## src/include/video_macros.svh

```systemverilog
`ifndef VIDEO_MACROS_SVH
`define VIDEO_MACROS_SVH

// ~~~~~~~~~~~~~~~~~~~~~~~~~~~~~~
// raster geometry
// ~~~~~~~~~~~~~~~~~~~~~~~~~~~~~~
`define H_ACTIVE      32
`define V_ACTIVE      24
`define H_TOTAL       40
`define V_TOTAL       28

// sync pulses, end is exclusive
`define H_SYNC_START  34
`define H_SYNC_END    38
`define V_SYNC_START  25
`define V_SYNC_END    27

// ~~~~~~~~~~~~~~~~~~~~~~~~~~~~~~
// sprites and pipeline
// ~~~~~~~~~~~~~~~~~~~~~~~~~~~~~~
`define CAR_SIZE      4
// coordinate to RGB pin, in clocks
`define PIXEL_LATENCY 3

`endif

```

## src/design/video_pkg.sv

```systemverilog
package video_pkg;

    // ~~~~~~~~~~~~~~~~~~~~~~~~~~~~~~
    // raster and color types
    // ~~~~~~~~~~~~~~~~~~~~~~~~~~~~~~

    // wide enough for h up to 39 and car positions up to 63
    typedef logic [5:0] coord_t;

    // 8:8:8, red in the top byte
    typedef logic [23:0] rgb_t;

    typedef logic [15:0] frame_count_t;

    // checker colors of the track
    localparam rgb_t TRACK_DARK  = 24'h204020;
    localparam rgb_t TRACK_LIGHT = 24'h304830;

endpackage

```

## src/design/sprite_pkg.sv

```systemverilog
package sprite_pkg;

    // ~~~~~~~~~~~~~~~~~~~~~~~~~~~~~~
    // sprite buffer types
    // ~~~~~~~~~~~~~~~~~~~~~~~~~~~~~~

    typedef enum logic [0:0] {
        CAR1 = 1'b0,
        CAR2 = 1'b1
    } car_id_t;

    // clockwise quarter turns
    typedef logic [1:0] angle_t;

    // 4:4:4 color, red nibble on top
    typedef logic [11:0] sprite_word_t;

    // {car, row[1:0], col[1:0]}
    typedef logic [4:0] sprite_addr_t;

    // bit row*4 + col is set when the pixel is opaque
    typedef logic [15:0] mask_t;

    typedef logic [3:0] mask_index_t;

endpackage

```

## src/design/sprite_bus_if.sv

```systemverilog
`timescale 1ns/1ns

// one port of the sprite buffer
interface sprite_bus_if;
    import sprite_pkg::*;

    sprite_addr_t addr;
    sprite_word_t wdata;
    logic         we;
    logic         re;
    sprite_word_t rdata;

    modport writer (output addr, output wdata, output we);
    modport reader (output addr, output re, input rdata);
    modport buffer (input addr, input wdata, input we, input re, output rdata);
endinterface

// opacity stream from the encoder, one mask bit per strobe
interface mask_wr_if;
    import sprite_pkg::*;

    logic        we;
    car_id_t     car;
    mask_index_t index;
    logic        opaque;

    modport sender (output we, output car, output index, output opaque);
    modport receiver (input we, input car, input index, input opaque);
endinterface

```

## src/design/vga_timing.sv

```systemverilog
`timescale 1ns/1ns
`include "video_macros.svh"

module vga_timing (
    input  logic                    i_clk,
    input  logic                    i_rst_n,
    input  video_pkg::rgb_t         i_color,
    output video_pkg::coord_t       o_h,
    output video_pkg::coord_t       o_v,
    output logic                    o_active,
    output logic                    o_frame_start,
    output logic                    o_hsync_n,
    output logic                    o_vsync_n,
    output video_pkg::rgb_t         o_rgb,
    output logic                    o_rgb_valid,
    output video_pkg::frame_count_t o_frame_count
);
    import video_pkg::*;

    localparam int LAT = `PIXEL_LATENCY;

    coord_t       h_q;
    coord_t       v_q;
    logic         hsync_n;
    logic         vsync_n;
    logic [LAT-1:0] active_sr;
    logic [LAT-1:0] hsync_sr;
    logic [LAT-1:0] vsync_sr;
    rgb_t         rgb_q;
    frame_count_t frame_cnt_q;

    // ~~~~~~~~~~~~~~~~~~~~~~~~~~~~~~
    // raster counters
    // ~~~~~~~~~~~~~~~~~~~~~~~~~~~~~~
    always_ff @(posedge i_clk or negedge i_rst_n) begin
        if (!i_rst_n) begin
            h_q <= '0;
            v_q <= '0;
        end else if (h_q == coord_t'(`H_TOTAL - 1)) begin
            h_q <= '0;
            if (v_q == coord_t'(`V_TOTAL - 1)) begin
                v_q <= '0;
            end else begin
                v_q <= v_q + 1'b1;
            end
        end else begin
            h_q <= h_q + 1'b1;
        end
    end

    assign o_h = h_q;
    assign o_v = v_q;
    assign o_active = (h_q < coord_t'(`H_ACTIVE)) && (v_q < coord_t'(`V_ACTIVE));
    // first cycle of vertical blank
    assign o_frame_start = (h_q == '0) && (v_q == coord_t'(`V_ACTIVE));

    assign hsync_n = !((h_q >= coord_t'(`H_SYNC_START)) && (h_q < coord_t'(`H_SYNC_END)));
    assign vsync_n = !((v_q >= coord_t'(`V_SYNC_START)) && (v_q < coord_t'(`V_SYNC_END)));

    // ~~~~~~~~~~~~~~~~~~~~~~~~~~~~~~
    // output alignment
    // ~~~~~~~~~~~~~~~~~~~~~~~~~~~~~~
    // levels travel alongside the composer pipeline, color gets the last stage here
    always_ff @(posedge i_clk or negedge i_rst_n) begin
        if (!i_rst_n) begin
            active_sr   <= '0;
            hsync_sr    <= '1;
            vsync_sr    <= '1;
            rgb_q       <= '0;
            frame_cnt_q <= '0;
        end else begin
            active_sr <= {active_sr[LAT-2:0], o_active};
            hsync_sr  <= {hsync_sr[LAT-2:0], hsync_n};
            vsync_sr  <= {vsync_sr[LAT-2:0], vsync_n};
            rgb_q     <= i_color;
            if (o_frame_start) begin
                frame_cnt_q <= frame_cnt_q + 16'd1;
            end
        end
    end

    assign o_rgb_valid   = active_sr[LAT-1];
    assign o_hsync_n     = hsync_sr[LAT-1];
    assign o_vsync_n     = vsync_sr[LAT-1];
    assign o_rgb         = rgb_q;
    assign o_frame_count = frame_cnt_q;

    // sync pulses live entirely in blanking
    assert property (@(posedge i_clk) disable iff (!i_rst_n)
        o_rgb_valid |-> (o_hsync_n && o_vsync_n));

endmodule

```

## src/design/sprite_encoder.sv

```systemverilog
`timescale 1ns/1ns
`include "video_macros.svh"

module sprite_encoder (
    input  logic                i_clk,
    input  logic                i_rst_n,
    input  logic                i_frame_start,
    input  sprite_pkg::angle_t  i_car1_angle,
    input  sprite_pkg::angle_t  i_car2_angle,
    sprite_bus_if.writer        bus,
    mask_wr_if.sender           mask,
    output logic                o_busy
);
    import sprite_pkg::*;

    // both cars, one word per destination pixel
    localparam int WORDS = 2 * `CAR_SIZE * `CAR_SIZE;

    angle_t       car1_angle_q;
    angle_t       car2_angle_q;
    sprite_addr_t cnt_q;
    logic         busy_q;

    car_id_t      car;
    angle_t       angle;
    logic [1:0]   dst_row;
    logic [1:0]   dst_col;
    logic [1:0]   src_row;
    logic [1:0]   src_col;
    logic [3:0]   red;
    sprite_word_t src_color;
    logic         src_opaque;

    // ~~~~~~~~~~~~~~~~~~~~~~~~~~~~~~
    // sequencer
    // ~~~~~~~~~~~~~~~~~~~~~~~~~~~~~~
    always_ff @(posedge i_clk or negedge i_rst_n) begin
        if (!i_rst_n) begin
            busy_q       <= 1'b0;
            cnt_q        <= '0;
            car1_angle_q <= '0;
            car2_angle_q <= '0;
        end else if (i_frame_start) begin
            busy_q       <= 1'b1;
            cnt_q        <= '0;
            car1_angle_q <= i_car1_angle;
            car2_angle_q <= i_car2_angle;
        end else if (busy_q) begin
            if (cnt_q == sprite_addr_t'(WORDS - 1)) begin
                busy_q <= 1'b0;
            end
            cnt_q <= cnt_q + 1'b1;
        end
    end

    // counter doubles as the buffer address
    assign car     = car_id_t'(cnt_q[4]);
    assign dst_row = cnt_q[3:2];
    assign dst_col = cnt_q[1:0];
    assign angle   = (car == CAR2) ? car2_angle_q : car1_angle_q;

    // ~~~~~~~~~~~~~~~~~~~~~~~~~~~~~~
    // rotation and sprite ROM
    // ~~~~~~~~~~~~~~~~~~~~~~~~~~~~~~
    // source pixel for each destination pixel
    always_comb begin
        case (angle)
            2'd0: begin
                src_row = dst_row;
                src_col = dst_col;
            end
            2'd1: begin
                src_row = 2'd3 - dst_col;
                src_col = dst_row;
            end
            2'd2: begin
                src_row = 2'd3 - dst_row;
                src_col = 2'd3 - dst_col;
            end
            default: begin
                src_row = dst_col;
                src_col = 2'd3 - dst_row;
            end
        endcase
    end

    // car1 is bright red, car2 dim red; row and column shade green and blue
    assign red        = (car == CAR1) ? 4'hF : 4'h3;
    assign src_color  = {red, src_row, 2'b00, src_col, 2'b00};
    // two front corners are cut out
    assign src_opaque = !((src_row == 2'd0) && ((src_col == 2'd0) || (src_col == 2'd3)));

    assign bus.addr  = cnt_q;
    assign bus.wdata = src_color;
    assign bus.we    = busy_q;

    assign mask.we     = busy_q;
    assign mask.car    = car;
    assign mask.index  = cnt_q[3:0];
    assign mask.opaque = src_opaque;

    assign o_busy = busy_q;

    // rendering must finish inside one blanking interval
    assert property (@(posedge i_clk) disable iff (!i_rst_n)
        i_frame_start |-> !o_busy);

endmodule

```

## src/design/opacity_mask.sv

```systemverilog
`timescale 1ns/1ns
`include "video_macros.svh"

module opacity_mask (
    input  logic                i_clk,
    input  logic                i_rst_n,
    mask_wr_if.receiver         mask,
    output sprite_pkg::mask_t   o_car1_mask,
    output sprite_pkg::mask_t   o_car2_mask
);
    import sprite_pkg::*;

    localparam int BITS = `CAR_SIZE * `CAR_SIZE;

    mask_t car1_q;
    mask_t car2_q;

    // masks hold between frames, only addressed bits change
    always_ff @(posedge i_clk or negedge i_rst_n) begin
        if (!i_rst_n) begin
            car1_q <= '0;
            car2_q <= '0;
        end else if (mask.we) begin
            for (int i = 0; i < BITS; i++) begin
                if (mask.index == mask_index_t'(i)) begin
                    if (mask.car == CAR1) begin
                        car1_q[i] <= mask.opaque;
                    end else begin
                        car2_q[i] <= mask.opaque;
                    end
                end
            end
        end
    end

    assign o_car1_mask = car1_q;
    assign o_car2_mask = car2_q;

endmodule

```

## src/design/frame_composer.sv

```systemverilog
`timescale 1ns/1ns
`include "video_macros.svh"

module frame_composer (
    input  logic                i_clk,
    input  logic                i_rst_n,
    input  logic                i_frame_start,
    input  video_pkg::coord_t   i_h,
    input  video_pkg::coord_t   i_v,
    input  logic                i_active,
    input  video_pkg::coord_t   i_car1_x,
    input  video_pkg::coord_t   i_car1_y,
    input  video_pkg::coord_t   i_car2_x,
    input  video_pkg::coord_t   i_car2_y,
    input  sprite_pkg::mask_t   i_car1_mask,
    input  sprite_pkg::mask_t   i_car2_mask,
    sprite_bus_if.reader        bus,
    output video_pkg::rgb_t     o_color
);
    import video_pkg::*;
    import sprite_pkg::*;

    coord_t car1_x_q;
    coord_t car1_y_q;
    coord_t car2_x_q;
    coord_t car2_y_q;

    coord_t dx1;
    coord_t dy1;
    coord_t dx2;
    coord_t dy2;
    logic   hit1;
    logic   hit2;

    logic   hit_q;
    logic   active_q;
    logic   odd_q;
    rgb_t   color_q;

    // positions only move at the start of blanking
    always_ff @(posedge i_clk or negedge i_rst_n) begin
        if (!i_rst_n) begin
            car1_x_q <= '0;
            car1_y_q <= '0;
            car2_x_q <= '0;
            car2_y_q <= '0;
        end else if (i_frame_start) begin
            car1_x_q <= i_car1_x;
            car1_y_q <= i_car1_y;
            car2_x_q <= i_car2_x;
            car2_y_q <= i_car2_y;
        end
    end

    // ~~~~~~~~~~~~~~~~~~~~~~~~~~~~~~
    // stage 1: hit test and read
    // ~~~~~~~~~~~~~~~~~~~~~~~~~~~~~~
    // offsets wrap, so pixels left of or above a car fall far outside the box
    assign dx1 = i_h - car1_x_q;
    assign dy1 = i_v - car1_y_q;
    assign dx2 = i_h - car2_x_q;
    assign dy2 = i_v - car2_y_q;

    assign hit1 = (dx1 < coord_t'(`CAR_SIZE)) && (dy1 < coord_t'(`CAR_SIZE))
                  && i_car1_mask[{dy1[1:0], dx1[1:0]}];
    assign hit2 = (dx2 < coord_t'(`CAR_SIZE)) && (dy2 < coord_t'(`CAR_SIZE))
                  && i_car2_mask[{dy2[1:0], dx2[1:0]}];

    // car2 is drawn on top
    assign bus.addr = hit2 ? {CAR2, dy2[1:0], dx2[1:0]} : {CAR1, dy1[1:0], dx1[1:0]};
    assign bus.re   = i_active && (hit1 || hit2);

    always_ff @(posedge i_clk or negedge i_rst_n) begin
        if (!i_rst_n) begin
            hit_q    <= 1'b0;
            active_q <= 1'b0;
            odd_q    <= 1'b0;
        end else begin
            hit_q    <= bus.re;
            active_q <= i_active;
            // parity of h/4 + v/4
            odd_q    <= i_h[2] ^ i_v[2];
        end
    end

    // ~~~~~~~~~~~~~~~~~~~~~~~~~~~~~~
    // stage 2: color select
    // ~~~~~~~~~~~~~~~~~~~~~~~~~~~~~~
    always_ff @(posedge i_clk or negedge i_rst_n) begin
        if (!i_rst_n) begin
            color_q <= '0;
        end else if (!active_q) begin
            color_q <= '0;
        end else if (hit_q) begin
            // 4:4:4 to 8:8:8 by nibble repeat
            color_q <= {bus.rdata[11:8], bus.rdata[11:8],
                        bus.rdata[7:4],  bus.rdata[7:4],
                        bus.rdata[3:0],  bus.rdata[3:0]};
        end else begin
            color_q <= odd_q ? TRACK_LIGHT : TRACK_DARK;
        end
    end

    assign o_color = color_q;

endmodule

```

## src/design/sprite_buffer.sv

```systemverilog
`timescale 1ns/1ns

module sprite_buffer (
    input  logic            i_clk,
    sprite_bus_if.buffer    wr,
    sprite_bus_if.buffer    rd
);
    import sprite_pkg::*;

    localparam int DEPTH = 2 ** $bits(sprite_addr_t);

    sprite_word_t mem [0:DEPTH-1];
    sprite_word_t rdata_q;
    sprite_addr_t addr;

    // single physical port owned by the writer whenever it strobes
    assign addr = wr.we ? wr.addr : rd.addr;

    always_ff @(posedge i_clk) begin
        if (wr.we) begin
            mem[addr] <= wr.wdata;
        end else if (rd.re) begin
            rdata_q <= mem[addr];
        end
    end

    assign rd.rdata = rdata_q;

    // encoder runs in blanking while the composer reads only in active video
    assert property (@(posedge i_clk) !(wr.we && rd.re));

endmodule

```

## src/design/race_display.sv

```systemverilog
`timescale 1ns/1ns

module race_display (
    input  logic                    i_clk,
    input  logic                    i_rst_n,
    input  video_pkg::coord_t       i_car1_x,
    input  video_pkg::coord_t       i_car1_y,
    input  video_pkg::coord_t       i_car2_x,
    input  video_pkg::coord_t       i_car2_y,
    input  sprite_pkg::angle_t      i_car1_angle,
    input  sprite_pkg::angle_t      i_car2_angle,
    output logic                    o_hsync_n,
    output logic                    o_vsync_n,
    output video_pkg::rgb_t         o_rgb,
    output logic                    o_rgb_valid,
    output video_pkg::frame_count_t o_frame_count
);
    import video_pkg::*;
    import sprite_pkg::*;

    coord_t h;
    coord_t v;
    logic   active;
    logic   frame_start;
    rgb_t   color;
    mask_t  car1_mask;
    mask_t  car2_mask;

    sprite_bus_if wr_bus ();
    sprite_bus_if rd_bus ();
    mask_wr_if    mask_bus ();

    vga_timing u_vga_timing (
        .i_clk          (i_clk),
        .i_rst_n        (i_rst_n),
        .i_color        (color),
        .o_h            (h),
        .o_v            (v),
        .o_active       (active),
        .o_frame_start  (frame_start),
        .o_hsync_n      (o_hsync_n),
        .o_vsync_n      (o_vsync_n),
        .o_rgb          (o_rgb),
        .o_rgb_valid    (o_rgb_valid),
        .o_frame_count  (o_frame_count)
    );

    // ~~~~~~~~~~~~~~~~~~~~~~~~~~~~~~
    // blanking side
    // ~~~~~~~~~~~~~~~~~~~~~~~~~~~~~~
    sprite_encoder u_sprite_encoder (
        .i_clk          (i_clk),
        .i_rst_n        (i_rst_n),
        .i_frame_start  (frame_start),
        .i_car1_angle   (i_car1_angle),
        .i_car2_angle   (i_car2_angle),
        .bus            (wr_bus),
        .mask           (mask_bus),
        .o_busy         ()
    );

    opacity_mask u_opacity_mask (
        .i_clk          (i_clk),
        .i_rst_n        (i_rst_n),
        .mask           (mask_bus),
        .o_car1_mask    (car1_mask),
        .o_car2_mask    (car2_mask)
    );

    sprite_buffer u_sprite_buffer (
        .i_clk          (i_clk),
        .wr             (wr_bus),
        .rd             (rd_bus)
    );

    // ~~~~~~~~~~~~~~~~~~~~~~~~~~~~~~
    // active video side
    // ~~~~~~~~~~~~~~~~~~~~~~~~~~~~~~
    frame_composer u_frame_composer (
        .i_clk          (i_clk),
        .i_rst_n        (i_rst_n),
        .i_frame_start  (frame_start),
        .i_h            (h),
        .i_v            (v),
        .i_active       (active),
        .i_car1_x       (i_car1_x),
        .i_car1_y       (i_car1_y),
        .i_car2_x       (i_car2_x),
        .i_car2_y       (i_car2_y),
        .i_car1_mask    (car1_mask),
        .i_car2_mask    (car2_mask),
        .bus            (rd_bus),
        .o_color        (color)
    );

endmodule

```

## config.mk

```make
export PLATFORM = sky130hd
export DESIGN_NAME = race_display
export DESIGN_NICKNAME = d
export VERILOG_FILES = /design/src/design/video_pkg.sv /design/src/design/sprite_pkg.sv /design/src/design/sprite_bus_if.sv /design/src/design/vga_timing.sv /design/src/design/sprite_encoder.sv /design/src/design/opacity_mask.sv /design/src/design/frame_composer.sv /design/src/design/sprite_buffer.sv /design/src/design/race_display.sv
export VERILOG_INCLUDE_DIRS = /design/src /design/src/include
export SDC_FILE = /design/constraint.sdc
export NUM_CORES = 1
export LEC_CHECK = 0
export ABC_AREA = 1
export BUFFER_PORTS_ARGS = -buffer_cell sky130_fd_sc_hd__buf_4
export CORE_MARGIN = 3
export CORE_UTILIZATION = 50
export CTS_CLUSTER_SIZE = 30
export DETAILED_ROUTE_END_ITERATION = 6
export GPL_ROUTABILITY_DRIVEN = 0
export PLACE_DENSITY = 0.69
export SLEW_MARGIN = 20
export SYNTH_ARGS = -nofsm -noshare
export SYNTH_HDL_FRONTEND = slang
export SYNTH_SLANG_ARGS = --single-unit
export TNS_END_PERCENT = 100
```

## constraint.sdc

```tcl
create_clock -name i_clk -period 3.28 [get_ports i_clk]
set_clock_uncertainty 0.2 [all_clocks]
set_input_delay 0.656 -clock i_clk [delete_from_list [all_inputs] [get_ports i_clk]]
set_output_delay 0.656 -clock i_clk [all_outputs]
set_load 0.005 [all_outputs]
```

* Word level (Yosys, flattened, before mapping)
Memories as Yosys holds them, arrays and structs flattened. A register that Yosys moved wholly into a read port is not among the register bits.
Index checks and enable logic that the tools add are counted.
** Cells by class
- Add/subtract/negate cells :: 10
- Multipliers :: 0
- Div/mod/pow operators :: 0
- $lt $le $gt $ge :: 12
- Equal/unequal tests :: 22
- Shift operators :: 0
- Multiplexer cells :: 22
- Bitwise gates (word level) :: 3
- Reduce and logical (&&, ||, !) cells :: 54
** Operators with widths (count)
- $reduce_and 3->1 :: 32
- $mux 24 :: 2
- $eq 4x4->1 const B :: 8
- $lt 6x3->1 const B :: 4
- $sub 6x6->6 :: 4
- $mux 21 :: 1
- $mux 5 :: 4
- $add 16x1->16 const B :: 1
- $eq 4x3->1 const B :: 4
- $add 6x1->6 const B :: 2
- $eq 6x5->1 const B :: 2
- $lt 6x5->1 const B :: 2
- $lt 6x6->1 const B :: 2
- $mux 6 :: 2
- $pmux 2 s3 :: 2
- $logic_and 1x1->1 :: 10
- $lt 4x5->1 const B :: 2
- $bmux 1 s4 :: 2
- $eq 4x2->1 const B :: 2
- $mux 1 :: 7
- $eq 6x6->1 const B :: 1
- $ge 6x5->1 const B :: 1
- $ge 6x6->1 const B :: 1
- $logic_not 2->1 :: 3
- other kinds (16) :: 22
** Word-level totals
- Bits in registers :: 166
- Latch bits :: 0
- Bits in writable memories :: 256
- ROM bits :: 0
- Input bits :: 30
- Output and inout port bits :: 43
- Word-level logic and storage cells :: 176
- Memories kept :: 1
** Memory list
- u_sprite_buffer.mem :: depth 32, width 8, rd ports 1, clocked after memory_dff 1, write ports 1, RTL line sprite_buffer.sv:12 : sprite_word_t mem [0:DEPTH-1];

* Logic depth before layout (Yosys ltp)
- Depth after elaboration :: 7
- Mapped depth :: 24
- Gate-level depth less buffers :: 23

* Cells and area by module
Synthesis repeated with hierarchy kept, for this count alone.
** Second synthesis, totals
- Cells, all modules :: 2549
- Area, all modules :: 24637.4 µm²
** By module, submodules not included
- sprite_buffer :: instances 1, cells each 1615, area each 16882.4 µm², sequential area each 11891.4 µm²
- frame_composer :: instances 1, cells each 378, area each 2910.3 µm², sequential area each 1126.1 µm²
- vga_timing :: instances 1, cells each 238, area each 2487.4 µm², sequential area each 1534.0 µm²
- opacity_mask :: instances 1, cells each 208, area each 1605.3 µm², sequential area each 800.8 µm²
- sprite_encoder :: instances 1, cells each 109, area each 748.2 µm², sequential area each 250.2 µm²
- race_display :: instances 1, cells each 1, area each 3.8 µm², sequential area each 0.0 µm²

* Least setup slack after synthesis
Ideal clock, no wire load.
- Path kind :: reg-to-reg
- Start point :: register u_vga_timing.h_q[0], in the netlist u_vga_timing.o_h[0]
- End point :: memory u_sprite_buffer.mem[13][0] in the netlist's numbering, enable pin
- Setup time :: 339 ps
- Data arrival time :: 2971 ps
- Data required time :: 2741 ps
- Slack :: -230 ps
- Stages on the path, launching flop included :: 19
- Path buffers :: 2
- Period minus slack after synthesis :: 3510 ps
- Path through :: dfrtp_1 inv_1 ha_1 inv_1 fa_1 inv_1 nand3_1 nand3_1 nand3_1 nand3_1 nor2_4 nand2_1 nand3_2 nand2_2 buf_6 nor2_8 buf_6 nand2_1 nor2_1
** Between the ends
- Longest elaborated chain between the ends :: 6
- Elaborated cells between the ends (all ways) :: 9
- Those cells by class :: 2 x add/sub; 1 x order compare; 4 x mux; 2 x reduce/logical
** Ends and longest elaborated chain
- from (decl) :: RTL line vga_timing.sv:22 : coord_t h_q;
- from (signal assigned) :: RTL line vga_timing.sv:47 : h_q <= h_q + 1'b1;
- $sub 6x6->6 :: RTL line frame_composer.sv:61 : assign dx2 = i_h - car2_x_q;
- $lt 6x3->1 or $bmux 1 s4 (tied branches) :: RTL line frame_composer.sv:66, frame_composer.sv:67
- $logic_and 1x1->1 or $mux 1 (tied branches) :: RTL line frame_composer.sv:66, frame_composer.sv:67
- $logic_and 1x1->1 :: RTL line frame_composer.sv:66 : assign hit2 = (dx2 < coord_t'(`CAR_SIZE)) && (dy2 < coord_t'(`CAR_SIZE))
- $mux 5 * :: RTL line frame_composer.sv:70 : assign bus.addr = hit2 ? {CAR2, dy2[1:0], dx2[1:0]} : {CAR1, dy1[1:0], dx1[1:0]};
- $mux 5 * :: RTL line sprite_buffer.sv:17 : assign addr = wr.we ? wr.addr : rd.addr;
- to (decl) :: RTL line sprite_buffer.sv:12
Mark *: on every way between the ends. The rest lies on a longest branch, timed or not. The select of a mux whose other input is x is not followed.

* Worst setup path after layout
- Start point :: register u_vga_timing.h_q[0], in the netlist u_vga_timing.o_h[0]
- End point :: memory u_sprite_buffer.mem[27][0] in the netlist's numbering, enable pin
Same word-level chain as after synthesis.

==> results.sh <==
export IMPL_ys_seq_area_frac=0.612
export IMPL_irDropWorstVdd_uv=367
export IMPL_slew_viol_final=0
export IMPL_synth_edf_count=165
export IMPL_grt_start_max_net_pins=61
export IMPL_cts_root_buf="clkbuf_16"
export IMPL_vias=10000
export IMPL_clk_path_buf_depth=3
export IMPL_fmax_mhz=281
export IMPL_cts_buffers=30
export IMPL_synth_top_cells_by_count="nand2_1, edfxtp_1, nand3_1, dfrtp_1, nor2_1"
export IMPL_clk_pin_slew_ns=0.06
export IMPL_ys_ff_latch=292
export IMPL_hold_viol=0
export IMPL_htree_levels=1
export IMPL_drt_pre_antenna_iters=5
export IMPL_combinationalPowerShare=0.009
export IMPL_p_int_mw=5.84
export IMPL_io_pins=73
export IMPL_post_synth_top_count_cell="nand2_1"
export IMPL_dp_slack_ns=-0.458
export IMPL_grt_first_pass_wirelength_um=51500
export IMPL_fin_ws_ns=-0.280
export IMPL_cp_required_ns=3.34
export IMPL_grt_pass1_vias=10000
export IMPL_fp_dieArea_um2=28600
export IMPL_clockPowerShare=0.461
export IMPL_slew_limit_headroom=0.295
export IMPL_dieHeight_um=169
export IMPL_violations="negative setup slack"
export IMPL_p_per_area_nw_per_um2=438
export IMPL_antenna_left=0
export IMPL_cp_max_fo=5
export IMPL_dp_cells=1797
export IMPL_cts_tree="yes"
export IMPL_rows=59
export IMPL_power_frac_seq=0.530
export IMPL_core_area_um2=26100
export IMPL_initial_core_util=0.509
export IMPL_grt_util_all_layers=0.224
export IMPL_place_detailed_hpwl_um=21700
export IMPL_worst_setup_path_end_kind="flop"
export IMPL_diodes=0
export IMPL_drive_gt1_frac=0.239
export IMPL_worst_setup_path_start_kind="flop"
export IMPL_wl_per_cell_um=17.4
export IMPL_yosys_area_top_type="edfxtp_1"
export IMPL_synth_area_um2=13300
export IMPL_period_share=1.09
export IMPL_cp_arrival_ns=3.62
export IMPL_synth_top_area_frac=0.372
export IMPL_switching_power_mw=1.42
export IMPL_grt_setup_unrepaired="yes"
export IMPL_worstMarginPinSlew_ns=1.05
export IMPL_power_mw=7.26
export IMPL_synthToLayoutAreaGrowth_pct=24.5
export IMPL_overflow=0
export IMPL_postSynthCellCount=1351
export IMPL_portBuffers=66
export IMPL_die_w_um=169
export IMPL_synthTopCellsByArea="edfxtp_1, dfrtp_1, nand2_1"
export IMPL_outcome="finished, violations left"
export IMPL_wirelength_um=32500
export IMPL_clock_sinks=292
export IMPL_leakagePower_nw=7.33
export IMPL_hold_class="input port to flop"
export IMPL_synth_cell_types=47
export IMPL_ys_warn_count=0
export IMPL_layout_nets=1576
export IMPL_swShare=0.196
export IMPL_async_flop_share=0.435
export IMPL_ys_flop_type="edfxtp_1"
export IMPL_period_minus_slack_ns=3.56
export IMPL_final_cells=1870
export IMPL_worstSetupPathType="flop to flop"
export IMPL_clkLatencyLatePin_ns=0.55
export IMPL_drtIter0Drc=819
export IMPL_antenna_found_initial=0
export IMPL_setup_viol=170
export IMPL_vias_per_cell=5.36
export IMPL_drv_cap=0
export IMPL_route_detailed_drc=0
export IMPL_fin_hold_ws_ns=0.102
export IMPL_syn_area_per_cell_um2=9.85
-- critical path, stage by stage (launching register included) --
cell and delay, ns:
dfrtp_1 0.40, inv_2 0.09, ha_4 0.13, inv_2 0.04, fa_2 0.49, buf_6 0.16
nand3_4 0.07, nand3_2 0.07, nand3b_1 0.13, nand3_2 0.13, nor2_4 0.16, inv_2 0.08
nand2_2 0.07, o21ai_2 0.07, o21ai_4 0.23, nand2_1 0.18, nor2_2 0.18, inv_2 0.10
nor2_1 0.13, buf_4 0.18
-- through the flow --
step | utilization | cell area, um2 | TNS [ns]
3_3_place_gp | 0.570 | 14900 | -38.81
3_5_place_dp | 0.570 | 14900 | -52.90
4_1_cts | 0.624 | 16300 | -23.70
5_1_grt | 0.634 | 16600 | -57.62
6_report | 0.634 | 16600 | -28.37
2_1_floorplan | - | 13500 | -7.45
-- layout by cell type (no fill, tap or decap), types with 8 or more instances in the layout --
cell,Yosys,routed
nor2_1,107,66
buf_6,8,13
nand3_2,2,19
a21oi_1,40,38
inv_2,5,11
nor2_4,1,37
nor2_2,5,10
nand2_1,430,404
nor3_1,9,8
inv_1,100,85
ha_1,31,30
buf_12,0,10
a31o_2,12,12
xnor2_1,12,12
o21ai_0,39,38
nand4_1,17,17
edfxtp_1,165,165
clkbuf_16,0,36
buf_4,14,147
inv_4,1,8
xor2_1,21,20
nand3_1,133,114
clkinv_1,3,11
nand2_2,3,23
dfrtp_1,121,121
-- metal layers --
layer  global-route usage  share of wire  up-vias
met4               0.0533          0.022        0
met2                0.374           0.48      338
met3               0.0289          0.067       67
met5                    0              0        -
li1                     -              -     4794
met1                0.316           0.43     4825
-- registers in the layout (all words and copies together) (netlist names), 11 cells and up --
signal,cells
u_sprite_buffer.mem,160
u_vga_timing.o_frame_count,16
u_vga_timing.o_rgb,12
u_frame_composer.o_color,11
u_opacity_mask.o_car2_mask,16
u_opacity_mask.o_car1_mask,16
-- worst paths after layout --
kind / from / to / slack [ns] / cells past startpoint
worst max-delay path: u_vga_timing.o_h[0] / u_sprite_buffer.mem[27][0] / -0.28 / 19
min in group asynchronous: i_rst_n / u_vga_timing.o_frame_count[1] / 0.38 / 2
worst min-delay path: i_car2_x[5] / u_frame_composer.car2_x_q[5] / 0.10 / 3
worst max register to register: u_vga_timing.o_h[0] / u_sprite_buffer.mem[27][0] / -0.28 / 19
max in group asynchronous: i_rst_n / u_opacity_mask.o_car1_mask[3] / 1.80 / 3
worst min register to register: u_frame_composer.o_color[4] / u_vga_timing.o_rgb[4] / 0.15 / 0
-- layout make-up --
cell class / instances / area, um2
Fill cell: 2093 / 9550
Sequential cell: 292 / 8140
Timing Repair Buffer: 176 / 1580
Multi-Input combinational cell: 902 / 5020
Clock buffer: 39 / 848
Clock inverter: 17 / 128
Inverter: 109 / 445
Tap cell: 335 / 419
-- cell families (layout without fill, tap and decap cells) --
kind of cell,Yosys count,count (layout),share of synthesized area
xor+xnor,33,33,0.0217
fa+ha+maj,35,35,0.0352
compound gates,106,106,0.0461
other cells,1,6,0.000282
flops,292,292,0.612
mux,1,1,0.000752
buf+inv,162,341,0.0559
simple gates,721,721,0.229
-- timing repair --
action / in CTS / in global routing
pin swaps: 38 / 40
hold buffers: 1 / 0
setup endpoints to repair: 170 / 170
resized for setup: 84 / 56
gates cloned: 2 / 3
hold endpoints to repair: 41 / 0
buffers inserted: 8 / 4
-- power groups by stage --
stage	Sequential, mW	Clock (mW)	Combinational (mW)
floorplan	3.92	0	0.00668
global placement	3.92	0	0.0632
detailed placement	3.92	0	0.0635
CTS	3.85	3.40	0.0649
global route	3.85	3.57	0.0719
finish	3.85	3.35	0.0621
No activity file was read; power rests on OpenSTA's default activity.
